==> src/hdl/rv32i_types.sv <==
// Architectural-side types for the rename front, shared by queue, RAT and dispatch logic
package rv32i_types;

    // Number of architectural integer registers
    parameter int ARCH_REGS = 32;

    // Register index x0..x31
    typedef logic [4:0] arch_reg_t;

    // One decoded instruction as handed over by decode
    // Only the fields the rename front and the RVFI trace need are kept
    typedef struct packed {
        // Slot holds a real instruction
        logic        valid;

        // Program counter of this instruction and of its successor
        logic [31:0] pc_curr;
        logic [31:0] pc_next;

        // Raw instruction word
        logic [31:0] inst;

        // Source and destination register addresses
        arch_reg_t   rs1_s;
        arch_reg_t   rs2_s;
        arch_reg_t   rd_s;
    } inst_info_t;

endpackage

==> src/hdl/rename_types.sv <==
// Renamed-side types: physical tags, order numbers and reservation station entries
package rename_types;

    // Size of the physical register file
    parameter int PHYS_REGS = 64;

    // Tags below this are the reset identity mapping of the RAT
    // Tags from here up start out in the free list
    parameter int FIRST_FREE_TAG = 32;

    // Physical register tag
    typedef logic [$clog2(PHYS_REGS)-1:0] phys_tag_t;

    // Program order number stamped at dispatch
    typedef logic [15:0] order_t;

    // Tags resolved for one instruction
    typedef struct packed {
        phys_tag_t rs1;
        phys_tag_t rs2;
        phys_tag_t rd;
    } rat_tags_t;

    // One reservation station entry
    typedef struct packed {
        rv32i_types::inst_info_t inst;
        rat_tags_t               rat;
        order_t                  order;
    } rs_entry_t;

endpackage

==> src/hdl/rs_alloc_if.sv <==
// Allocation path from rename/dispatch into the reservation station slot array
interface rs_alloc_if #(
    parameter int SS       = 2,
    parameter int RS_SLOTS = 8
);

    // One bit per slot, driven by the slot itself
    logic busy [RS_SLOTS];

    // Slot loads at the next edge
    logic write_en [RS_SLOTS];

    // One-hot lane choice per slot
    logic [SS-1:0] lane_sel [RS_SLOTS];

    // Renamed group of the current cycle
    rename_types::rs_entry_t entries [SS];

    modport dispatch (input busy, output write_en, output lane_sel, output entries);

    modport slot (output busy, input write_en, input lane_sel, input entries);

endinterface

==> src/hdl/issue_select.sv <==
// Issue selector draining the lowest busy reservation station slot through a valid/ready port
module issue_select #(
    parameter int RS_SLOTS = 8
) (
    input  logic                    clk,
    input  logic                    rst,
    input  logic                    busy [RS_SLOTS],
    input  rename_types::rs_entry_t entries [RS_SLOTS],
    output logic                    take [RS_SLOTS],
    output logic                    issue_valid,
    output rename_types::rs_entry_t issue_entry,
    input  logic                    issue_ready
);

    logic                    pick [RS_SLOTS];
    logic                    found;
    rename_types::rs_entry_t head_entry;
    logic                    skid_valid_q;
    rename_types::rs_entry_t skid_entry_q;

    // Lowest-numbered busy slot wins
    always_comb begin
        found      = 1'b0;
        head_entry = entries[0];
        for (int s = 0; s < RS_SLOTS; s++) begin
            pick[s] = busy[s] && !found;
            if (pick[s]) begin
                head_entry = entries[s];
            end
            found = found | busy[s];
        end
    end

    // Slot is released once the output stage owns its entry
    always_comb begin
        for (int s = 0; s < RS_SLOTS; s++) begin
            take[s] = pick[s] && !skid_valid_q;
        end
    end

    assign issue_valid = skid_valid_q || found;
    assign issue_entry = skid_valid_q ? skid_entry_q : head_entry;

    // Stalled entry parks in the skid so it cannot change under valid
    always_ff @(posedge clk) begin
        if (rst) begin
            skid_valid_q <= 1'b0;
        end else if (skid_valid_q) begin
            if (issue_ready) begin
                skid_valid_q <= 1'b0;
            end
        end else if (found && !issue_ready) begin
            skid_valid_q <= 1'b1;
        end
    end

    always_ff @(posedge clk) begin
        if (!skid_valid_q && found && !issue_ready) begin
            skid_entry_q <= head_entry;
        end
    end

endmodule

==> src/hdl/multi_fifo.sv <==
// Circular queue with several push and pop lanes, used for the instruction queue and free list
module multi_fifo #(
    parameter type T         = logic [7:0],
    parameter int  DEPTH     = 8,
    parameter int  PUSH_N    = 1,
    parameter int  POP_N     = 1,
    parameter bit  INIT_FULL = 1'b0
) (
    input  logic clk,
    input  logic rst,
    input  logic push,
    input  T     push_data [PUSH_N],
    input  logic pop,
    output T     pop_data [POP_N],
    output logic can_push,
    output logic can_pop
);

    // DEPTH is a power of two, pointers wrap on their own
    localparam int PW = $clog2(DEPTH);
    localparam int CW = $clog2(DEPTH + 1);

    T              mem [DEPTH];
    logic [PW-1:0] head_q;
    logic [PW-1:0] tail_q;
    logic [CW-1:0] count_q;
    logic          do_push;
    logic          do_pop;

    assign can_push = (DEPTH - int'(count_q)) >= PUSH_N;
    assign can_pop  = int'(count_q) >= POP_N;
    assign do_push  = push && can_push;
    assign do_pop   = pop && can_pop;

    always_ff @(posedge clk) begin
        if (rst) begin
            head_q  <= '0;
            tail_q  <= '0;
            count_q <= INIT_FULL ? CW'(DEPTH) : CW'(0);
        end else begin
            if (do_push) begin
                tail_q <= tail_q + PW'(PUSH_N);
            end
            if (do_pop) begin
                head_q <= head_q + PW'(POP_N);
            end
            count_q <= count_q + (do_push ? CW'(PUSH_N) : CW'(0))
                               - (do_pop ? CW'(POP_N) : CW'(0));
        end
    end

    // Free list variant comes out of reset holding FIRST_FREE_TAG upward
    always_ff @(posedge clk) begin
        if (rst && INIT_FULL) begin
            for (int i = 0; i < DEPTH; i++) begin
                mem[i] <= T'(rename_types::FIRST_FREE_TAG + i);
            end
        end else if (do_push) begin
            for (int i = 0; i < PUSH_N; i++) begin
                mem[tail_q + PW'(i)] <= push_data[i];
            end
        end
    end

    // Registered read, valid the cycle after the pop
    always_ff @(posedge clk) begin
        if (do_pop) begin
            for (int i = 0; i < POP_N; i++) begin
                pop_data[i] <= mem[head_q + PW'(i)];
            end
        end
    end

endmodule

==> src/hdl/rat.sv <==
// Register alias table mapping architectural registers to physical tags
module rat #(
    parameter int SS = 2
) (
    input  logic                    clk,
    input  logic                    rst,
    input  rv32i_types::arch_reg_t  rd_rs1 [SS],
    input  rv32i_types::arch_reg_t  rd_rs2 [SS],
    output rename_types::phys_tag_t map_rs1 [SS],
    output rename_types::phys_tag_t map_rs2 [SS],
    input  logic                    we [SS],
    input  rv32i_types::arch_reg_t  wr_rd [SS],
    input  rename_types::phys_tag_t wr_tag [SS]
);

    rename_types::phys_tag_t map_q [rv32i_types::ARCH_REGS];

    // Identity map after reset, x0 stays on tag 0 forever
    always_ff @(posedge clk) begin
        if (rst) begin
            for (int r = 0; r < rv32i_types::ARCH_REGS; r++) begin
                map_q[r] <= rename_types::phys_tag_t'(r);
            end
        end else begin
            // Later lanes overwrite earlier ones
            for (int i = 0; i < SS; i++) begin
                if (we[i] && wr_rd[i] != '0) begin
                    map_q[wr_rd[i]] <= wr_tag[i];
                end
            end
        end
    end

    always_comb begin
        for (int i = 0; i < SS; i++) begin
            map_rs1[i] = map_q[rd_rs1[i]];
            map_rs2[i] = map_q[rd_rs2[i]];
        end
    end

endmodule

==> src/hdl/rename_core.sv <==
// Top level of the two-wide rename and dispatch front, tying queues, RAT and issue logic together
module rename_core #(
    parameter int SS       = 2,
    parameter int IQ_DEPTH = 8,
    parameter int RS_SLOTS = 8
) (
    input  logic                    clk,
    input  logic                    rst,
    input  logic                    in_valid,
    output logic                    in_ready,
    input  rv32i_types::inst_info_t in_inst [SS],
    input  logic                    free_valid,
    input  rename_types::phys_tag_t free_tag,
    output logic                    issue_valid,
    input  logic                    issue_ready,
    output rename_types::rs_entry_t issue_entry
);

    localparam int FL_DEPTH = rename_types::PHYS_REGS - rename_types::FIRST_FREE_TAG;

    logic                    iq_pop;
    logic                    iq_can_pop;
    logic                    fl_pop;
    logic                    fl_can_pop;
    rv32i_types::inst_info_t inst_group [SS];
    rename_types::phys_tag_t free_tags [SS];
    rename_types::phys_tag_t fl_push_data [1];
    rv32i_types::arch_reg_t  rat_rs1 [SS];
    rv32i_types::arch_reg_t  rat_rs2 [SS];
    rename_types::phys_tag_t rat_map_rs1 [SS];
    rename_types::phys_tag_t rat_map_rs2 [SS];
    logic                    rat_we [SS];
    rv32i_types::arch_reg_t  rat_rd [SS];
    rename_types::phys_tag_t rat_tag [SS];
    logic                    take [RS_SLOTS];
    rename_types::rs_entry_t slot_entry [RS_SLOTS];

    assign fl_push_data[0] = free_tag;

    rs_alloc_if #(.SS(SS), .RS_SLOTS(RS_SLOTS)) alloc0 ();

    // Instruction queue, one group in and one group out
    multi_fifo #(
        .T(rv32i_types::inst_info_t), .DEPTH(IQ_DEPTH), .PUSH_N(SS), .POP_N(SS)
    ) iq0 (
        .clk(clk), .rst(rst),
        .push(in_valid), .push_data(in_inst),
        .pop(iq_pop), .pop_data(inst_group),
        .can_push(in_ready), .can_pop(iq_can_pop)
    );

    // Free list, tags come back one at a time
    multi_fifo #(
        .T(rename_types::phys_tag_t), .DEPTH(FL_DEPTH), .PUSH_N(1), .POP_N(SS),
        .INIT_FULL(1'b1)
    ) fl0 (
        .clk(clk), .rst(rst),
        .push(free_valid), .push_data(fl_push_data),
        .pop(fl_pop), .pop_data(free_tags),
        .can_push(), .can_pop(fl_can_pop)
    );

    rat #(.SS(SS)) rat0 (
        .clk(clk), .rst(rst),
        .rd_rs1(rat_rs1), .rd_rs2(rat_rs2),
        .map_rs1(rat_map_rs1), .map_rs2(rat_map_rs2),
        .we(rat_we), .wr_rd(rat_rd), .wr_tag(rat_tag)
    );

    rename_dispatch #(.SS(SS), .RS_SLOTS(RS_SLOTS)) dispatch0 (
        .clk(clk), .rst(rst),
        .iq_can_pop(iq_can_pop), .fl_can_pop(fl_can_pop),
        .iq_pop(iq_pop), .fl_pop(fl_pop),
        .instruction(inst_group), .free_tags(free_tags),
        .rat_rs1(rat_rs1), .rat_rs2(rat_rs2),
        .rat_map_rs1(rat_map_rs1), .rat_map_rs2(rat_map_rs2),
        .rat_we(rat_we), .rat_rd(rat_rd), .rat_tag(rat_tag),
        .rs(alloc0)
    );

    for (genvar g = 0; g < RS_SLOTS; g++) begin : g_slot
        rs_slot #(.SS(SS), .SLOT(g)) slot0 (
            .clk(clk), .rst(rst), .rs(alloc0),
            .take(take[g]), .entry(slot_entry[g])
        );
    end

    issue_select #(.RS_SLOTS(RS_SLOTS)) select0 (
        .clk(clk), .rst(rst),
        .busy(alloc0.busy), .entries(slot_entry), .take(take),
        .issue_valid(issue_valid), .issue_entry(issue_entry), .issue_ready(issue_ready)
    );

endmodule

==> src/hdl/rename_dispatch.sv <==
// Rename and dispatch stage: pops a group, renames it and allocates reservation station slots
module rename_dispatch #(
    parameter int SS       = 2,
    parameter int RS_SLOTS = 8
) (
    input  logic                    clk,
    input  logic                    rst,
    input  logic                    iq_can_pop,
    input  logic                    fl_can_pop,
    output logic                    iq_pop,
    output logic                    fl_pop,
    input  rv32i_types::inst_info_t instruction [SS],
    input  rename_types::phys_tag_t free_tags [SS],
    output rv32i_types::arch_reg_t  rat_rs1 [SS],
    output rv32i_types::arch_reg_t  rat_rs2 [SS],
    input  rename_types::phys_tag_t rat_map_rs1 [SS],
    input  rename_types::phys_tag_t rat_map_rs2 [SS],
    output logic                    rat_we [SS],
    output rv32i_types::arch_reg_t  rat_rd [SS],
    output rename_types::phys_tag_t rat_tag [SS],
    rs_alloc_if.dispatch            rs
);

    localparam int FS_W = $clog2(RS_SLOTS + 1);

    logic                 avail_q;
    rename_types::order_t order_q;
    logic [FS_W-1:0]      free_slots;
    logic                 go;

    always_comb begin
        free_slots = '0;
        for (int s = 0; s < RS_SLOTS; s++) begin
            if (!rs.busy[s]) begin
                free_slots = free_slots + FS_W'(1);
            end
        end
    end

    // Room for this group plus the one that may still be in rename
    assign go     = iq_can_pop && fl_can_pop && (int'(free_slots) >= 2 * SS);
    assign iq_pop = go;
    assign fl_pop = go;

    // Popped data shows up one cycle after the pop
    always_ff @(posedge clk) begin
        if (rst) begin
            avail_q <= 1'b0;
            order_q <= '0;
        end else begin
            avail_q <= go;
            if (avail_q) begin
                order_q <= order_q + rename_types::order_t'(SS);
            end
        end
    end

    always_comb begin
        for (int i = 0; i < SS; i++) begin
            rat_rs1[i] = instruction[i].rs1_s;
            rat_rs2[i] = instruction[i].rs2_s;
            rat_we[i]  = avail_q;
            rat_rd[i]  = instruction[i].rd_s;
            rat_tag[i] = free_tags[i];
        end
    end

    // RAT tag unless an earlier lane of the group writes the same register
    // x0 never matches, and the RAT keeps it on tag 0
    always_comb begin
        for (int i = 0; i < SS; i++) begin
            rs.entries[i].inst    = instruction[i];
            rs.entries[i].rat.rs1 = rat_map_rs1[i];
            rs.entries[i].rat.rs2 = rat_map_rs2[i];
            rs.entries[i].rat.rd  = free_tags[i];
            rs.entries[i].order   = order_q + rename_types::order_t'(i);
            for (int j = 0; j < i; j++) begin
                if (instruction[j].rd_s != '0 && instruction[j].rd_s == instruction[i].rs1_s) begin
                    rs.entries[i].rat.rs1 = free_tags[j];
                end
                if (instruction[j].rd_s != '0 && instruction[j].rd_s == instruction[i].rs2_s) begin
                    rs.entries[i].rat.rs2 = free_tags[j];
                end
            end
        end
    end

    // Lanes in order onto the lowest free slots
    always_comb begin
        int lane;
        lane = 0;
        for (int s = 0; s < RS_SLOTS; s++) begin
            rs.write_en[s] = 1'b0;
            rs.lane_sel[s] = '0;
            if (avail_q && !rs.busy[s] && lane < SS) begin
                rs.write_en[s]       = 1'b1;
                rs.lane_sel[s][lane] = 1'b1;
                lane++;
            end
        end
    end

endmodule

==> src/hdl/rs_slot.sv <==
// One reservation station slot holding a renamed entry until the issue selector takes it
module rs_slot #(
    parameter int SS   = 2,
    parameter int SLOT = 0
) (
    input  logic                    clk,
    input  logic                    rst,
    rs_alloc_if.slot                rs,
    input  logic                    take,
    output rename_types::rs_entry_t entry
);

    logic                    busy_q;
    rename_types::rs_entry_t entry_d;

    // Lane chosen for this slot by dispatch
    always_comb begin
        entry_d = rs.entries[0];
        for (int i = 0; i < SS; i++) begin
            if (rs.lane_sel[SLOT][i]) begin
                entry_d = rs.entries[i];
            end
        end
    end

    always_ff @(posedge clk) begin
        if (rst) begin
            busy_q <= 1'b0;
        end else if (rs.write_en[SLOT]) begin
            busy_q <= 1'b1;
        end else if (take) begin
            busy_q <= 1'b0;
        end
    end

    always_ff @(posedge clk) begin
        if (rs.write_en[SLOT]) begin
            entry <= entry_d;
        end
    end

    assign rs.busy[SLOT] = busy_q;

endmodule

==> config.mk <==
export PLATFORM = sky130hd
export DESIGN_NAME = rename_core
export DESIGN_NICKNAME = d
export VERILOG_FILES = /design/src/hdl/rv32i_types.sv /design/src/hdl/rename_types.sv /design/src/hdl/rs_alloc_if.sv /design/src/hdl/issue_select.sv /design/src/hdl/multi_fifo.sv /design/src/hdl/rat.sv /design/src/hdl/rename_core.sv /design/src/hdl/rename_dispatch.sv /design/src/hdl/rs_slot.sv
export SDC_FILE = /design/constraint.sdc
export NUM_CORES = 2
export LEC_CHECK = 0
export BUFFER_PORTS_ARGS = -buffer_cell sky130_fd_sc_hd__clkbuf_2
export CORE_AREA = 4 4 512 514
export CTS_CLUSTER_SIZE = 28
export DETAILED_ROUTE_END_ITERATION = 6
export DIE_AREA = 0 0 516 518
export GPL_ROUTABILITY_DRIVEN = 0
export GPL_TIMING_DRIVEN = 0
export PLACE_DENSITY = 0.66
export SLEW_MARGIN = 20
export SYNTH_ARGS = -nofsm -noshare
export SYNTH_HDL_FRONTEND = slang
export SYNTH_SLANG_ARGS = --single-unit
==> constraint.sdc <==
create_clock -name clk -period 19.99 [get_ports clk]
set_input_delay 1.999 -clock clk [delete_from_list [all_inputs] [get_ports clk]]
set_output_delay 1.999 -clock clk [all_outputs]
set_load 0.005 [all_outputs]
# [Word-level counts from Yosys, hierarchy flattened]
# Memories as Yosys holds them, arrays and structs flattened. A register that Yosys moved wholly into a read port is not among the register bits.
# Index checks and enable logic that the tools add are counted.
[totals] ff_bits=1366 ramBits=1280 output_inout_bits=148 word_cells=368 mem_count=3
[classes] addsub=28 magnitude_cmp=26 eq_ne=2 muxes=106 bitwise_logic=7 reduce_logical=80
[mem_list] name="iq0.mem" depth=8 word_bits=112 read_ports=2 rd_clocked_by_memory_dff=2 write_ports=2 line_no="multi_fifo.sv:23" text="T mem [DEPTH];"
[mem_list] name="fl0.mem" depth=32 word_bits=6 read_ports=2 rd_clocked_by_memory_dff=2 write_ports=32 line_no="multi_fifo.sv:23"
[mem_list] name="rat0.map_q" depth=32 word_bits=6 read_ports=4 rd_clocked_by_memory_dff=0 write_ports=32 line_no="rat.sv:16" text="rename_types::phys_tag_t map_q [rv32i_types::ARCH_REGS];"
[op_table] op="2-to-1 mux 146 bit" count=15
[op_table] op="< comparator 32 x 3 -> 1 bit (second input constant)" count=12
[op_table] op=">= comparator 32 x 1 -> 1 bit (second input constant)" count=6
[op_table] op="2-to-1 mux 32 bit" count=6
[op_table] op="adder 32 x 2 -> 32 bit (second input constant)" count=5
[op_table] op="2-to-1 mux 1 bit" count=53
[op_table] op="logical AND 1 bit" count=50
[op_table] op=">= comparator 32 x 2 -> 1 bit (second input constant)" count=1
[op_table] op=">= comparator 32 x 3 -> 1 bit (second input constant)" count=1
[op_table] op="2-to-1 mux 6 bit" count=5
[op_table] op="2-to-1 mux 4 bit" count=7
[op_table] op="adder 4 x 1 -> 4 bit (second input constant)" count=6
[op_table] op="2-to-1 mux 2 bit" count=10
[op_table] op="OR reduction 6 bit" count=3
[op_table] op="adder 16 x 1 -> 16 bit (second input constant)" count=1
[op_table] op="adder 16 x 2 -> 16 bit (second input constant)" count=1
[op_table] op="zero test 1 bit" count=16
[op_table] op="nonzero test 2 bit" count=8
[op_table] op="2-to-1 mux 5 bit" count=3
[op_table] op="adder 5 x 1 -> 5 bit (second input constant)" count=2
[op_table] op="equality test 5 bit" count=2
[op_table] op="nonzero test 5 bit" count=2
[op_table] op="demux 1 bit (select 1 bit)" count=7
[op_table] op="bitwise OR 1 bit" count=7
[op_table] op="other kinds (16)" count=20

# [Logic depth before layout (Yosys ltp)]
[depth] word_depth=27 ltp_mapped=31 depth_no_buf=30

# [Least setup slack after synthesis]
# No wires, ideal clock.
[synth_path] path_kind="reg-to-reg" startpoint="register dispatch0.avail_q" endpoint="register g_slot[5].slot0.entry[0] (netlist name), enable pin" arrival_ps=14728 required_time_ps=19160 path_slack_ps=4432 path_stages_with_launch=13 path_buffers=5 period_less_slack_ps=15558 path_cell_list="dfxtp_1 buf_1 nand2_1 ha_1 xor2_1 o21ai_0 nor2_1 and2_1 clkbuf_1 clkbuf_1 buf_2 buf_1 nor3_1"
[synth_rtl] element="start, declared" line_no="rename_dispatch.sv:26" text="logic avail_q;"
[synth_rtl] element="start signal, assigned" line_no="rename_dispatch.sv:51" text="avail_q <= go;"
[synth_rtl] element="end signal, assigned" line_no="rs_slot.sv:38" text="entry <= entry_d;"
[synth_rtl] element="end, declared" line_no="rs_slot.sv:10" text="output rename_types::rs_entry_t entry"

==> flow_metrics.env <==
export IMPL_cts_tree="done"
export IMPL_synth_area_sq_um=128000
export IMPL_slew_violations=0
export IMPL_fillers=19900
export IMPL_viasPerCell=6.23
export IMPL_drtPass1Iterations=7
export IMPL_clockBufferDepth=4
export IMPL_tns_ps=0
export IMPL_cts_clk_slew_worst_paths_ps=60
export IMPL_htree_levels=5
export IMPL_wl_met3_microns=40700
export IMPL_num_rows=186
export IMPL_multiInputGateArea_sq_um=39500
export IMPL_critPathKind="flop to output port"
export IMPL_hpwlAfterDp_microns=266000
export IMPL_yosysMostFrequentCell="edfxtp_1"
export IMPL_cp_max_fo=10
export IMPL_yosysTopAreaCell="edfxtp_1"
export IMPL_grt_pass1_vias=79200
export IMPL_synth_seq_cells=2876
export IMPL_die_x_microns=516
export IMPL_wl_met1_microns=142000
export IMPL_max_freq_mhz=119
export IMPL_track_usage_pct=27.7
export IMPL_synth_flop_cell="edfxtp_1"
export IMPL_overflow=0
export IMPL_p_leak_nw=48.0
export IMPL_p_per_area_nw_per_um2=152
export IMPL_synth_top_area_share_pct=66.3
export IMPL_drive_gt1_share_pct=24.5
export IMPL_hold_violations=0
export IMPL_wl_per_cell_microns=29.1
export IMPL_violations="design-rule violations"
export IMPL_min_period_over_period_pct=42.1
export IMPL_finalSetupViolCount=0
export IMPL_layout_nets=9533
export IMPL_fin_cells=12900
export IMPL_dr_wl_met2_microns=170000
export IMPL_wirelength_microns=375000
export IMPL_period_needed_ps=8420
export IMPL_critical_path_arrival_ps=6420
export IMPL_ys_warn_count=0
export IMPL_antenna_found_initial=45
export IMPL_ant_nets=0
export IMPL_drv_cap=0
export IMPL_cp_start_kind="flop"
export IMPL_synthTopCellsByCount="2,829 x edfxtp_1, 1,097 x nand2_1, 669 x nor2_1, 650 x mux2_2, 535 x clkbuf_1"
export IMPL_dp_slack_ps=12180
export IMPL_cp_required_ps=17990
export IMPL_utilization_pct=57.0
export IMPL_netlist_instances=8440
export IMPL_start_util_pct=49.9
export IMPL_syn_to_final_growth_pct=14.2
export IMPL_final_seq_area_sq_um=85900
export IMPL_dieArea_sq_um=267000
export IMPL_cts_sinks=2876
export IMPL_hold_buffers=0
export IMPL_grt_max_degree=84
export IMPL_vias=80400
export IMPL_synthDistinctLibCells=73
export IMPL_die_h_microns=518
export IMPL_holdWs_ps=450
export IMPL_post_cts_resized=0
export IMPL_cts_buffers=313
export IMPL_status="finished with violations"
export IMPL_dp_cells=12300
export IMPL_setup_slack_ps=11570
export IMPL_io_buffer_count=382
export IMPL_post_route_drc_count=27
export IMPL_grt_setup_unrepaired="no"
export IMPL_grt_first_pass_wirelength_microns=543000
export IMPL_postCtsSetupBuffers=0
export IMPL_ioPinCount=383
export IMPL_synth_area_per_cell_sq_um=15.2
export IMPL_fp_coreArea_sq_um=257000
export IMPL_min_path_type="flop to flop"
export IMPL_ir_drop_uv=121
export IMPL_synth_edff_count=2829
export IMPL_synth_sequential_area_ratio_pct=67.0
export IMPL_skew_ps=58.2
export IMPL_cts_root_buffer="clkbuf_16"
export IMPL_ys_async_sr_fraction_pct=0
export IMPL_synthTopCellsByArea="edfxtp_1 66%, mux4_2 8.6%, mux2_2 5.7%"
export IMPL_clk_latency_ps=980
export IMPL_tightest_slew_ps=1200
export IMPL_cp_end_kind="output port"
export IMPL_max_slew_margin_pct=20.0
export IMPL_drtIter0Drc=10900
export IMPL_top_layer="met5"
state kept, by name, indices dropped and copies added, names as in the netlist:
register              cells
dispatch0.avail_q         1
dispatch0.order_q        15
fl0.count_q               6
fl0.head_q                4
fl0.mem                 192
fl0.pop_data             12
fl0.tail_q                5
g_slot.slot0.busy_q       8
g_slot.slot0.entry     1167
iq0.count_q               3
iq0.head_q                2
iq0.mem                 896
iq0.pop_data            224
iq0.tail_q                2
rat0.map_q              192
select0.skid_entry_q    146
select0.skid_valid_q      1
per-layer routing:
metal / GRT usage, % / vias to the layer above
met1: 37.4 / 40200
met4: 13.8 / 20
met2: 42.2 / 4709
met5: 0 / -
met3: 6.67 / 1018
li1: - / 34400
cells by family (layout without fill, tap and decap cells):
logic type / count (synthesis) / after routing / synth area share (%)
muxes: 1430 / 1430 / 16.9
adders and majority gates: 35 / 35 / 0.353
xor gates and xnor gates: 43 / 43 / 0.337
buffers and inverters: 711 / 1757 / 2.26
and+or+nand+nor: 2303 / 2303 / 7.51
DFF: 2876 / 2876 / 67.0
other: 1 / 27 / 0.00293
AOI/OAI and AO/OA: 1041 / 1041 / 5.58
power by group:
part | leakage (nW) | internal (mW) | total, mW | switching (mW)
combinational | 17.1 | 2.93 | 7.45 | 4.52
clock | 4.70 | 3.20 | 5.53 | 2.33
sequential | 26.1 | 8.46 | 9.23 | 0.765
total | 48.0 | 14.6 | 22.2 | 7.62
worst max-delay path, stage by stage, from the launching register on:
cell and delay, ps:
dfxtp_1 550, inv_1 120, ha_1 190, clkbuf_1 200, nand2b_1 210, nor2_1 100
nand2_1 890, clkbuf_1 770, clkbuf_1 570, nor2_1 80, nor3_1 250, a211oi_1 80
o31ai_1 940, mux2_2 380, clkbuf_2 130
cell usage in the layout (no fill, tap or decap), drive strengths merged, types with 24 or more instances in the layout:
master and count:
edfxtp 2829, clkbuf 1311, nand2 1097, mux2 741, nor2 670, mux4 488
a211oi 446, nor3 284, buf 238, mux2i 201, o21ai 176, o31ai 170
a21oi 125, clkinv 122, or3 65, nand3 56, inv 53, dfxtp 47
a22oi 33, ha 33, or2 30, a22o 28, nand2b 24
layout make-up:
cell class / count / area share [%]
antenna: 21 / 0.0359
buffer: 659 / 1.89
clock buffer: 387 / 5.64
clock inverter: 156 / 0.947
inverter: 52 / 0.144
multi-input combinational: 4858 / 27.0
sequential: 2876 / 58.7
tap: 3384 / 2.89
timing repair buffer: 503 / 2.77
worst paths after layout:
check | startpoint | end | slack (ps) | cells past startpoint
max | g_slot[1].slot0.busy_q | issue_entry[142] | 11570 | 14
min | iq0.pop_data[116] | g_slot[0].slot0.entry[38] | 450 | 0
max reg2reg | dispatch0.avail_q | g_slot[5].slot0.entry[97] | 11960 | 20
min reg2reg | iq0.pop_data[116] | g_slot[0].slot0.entry[38] | 450 | 0
through the flow:
stage	power, mW	cell area, sq um
6_report	22.2	146000
5_1_grt	23.1	146000
4_1_cts	22.2	146000
3_5_place_dp	16.7	137000
3_3_place_gp	16.3	134000
2_1_floorplan	13.8	128000
Power figures use the tool's default switching activity.
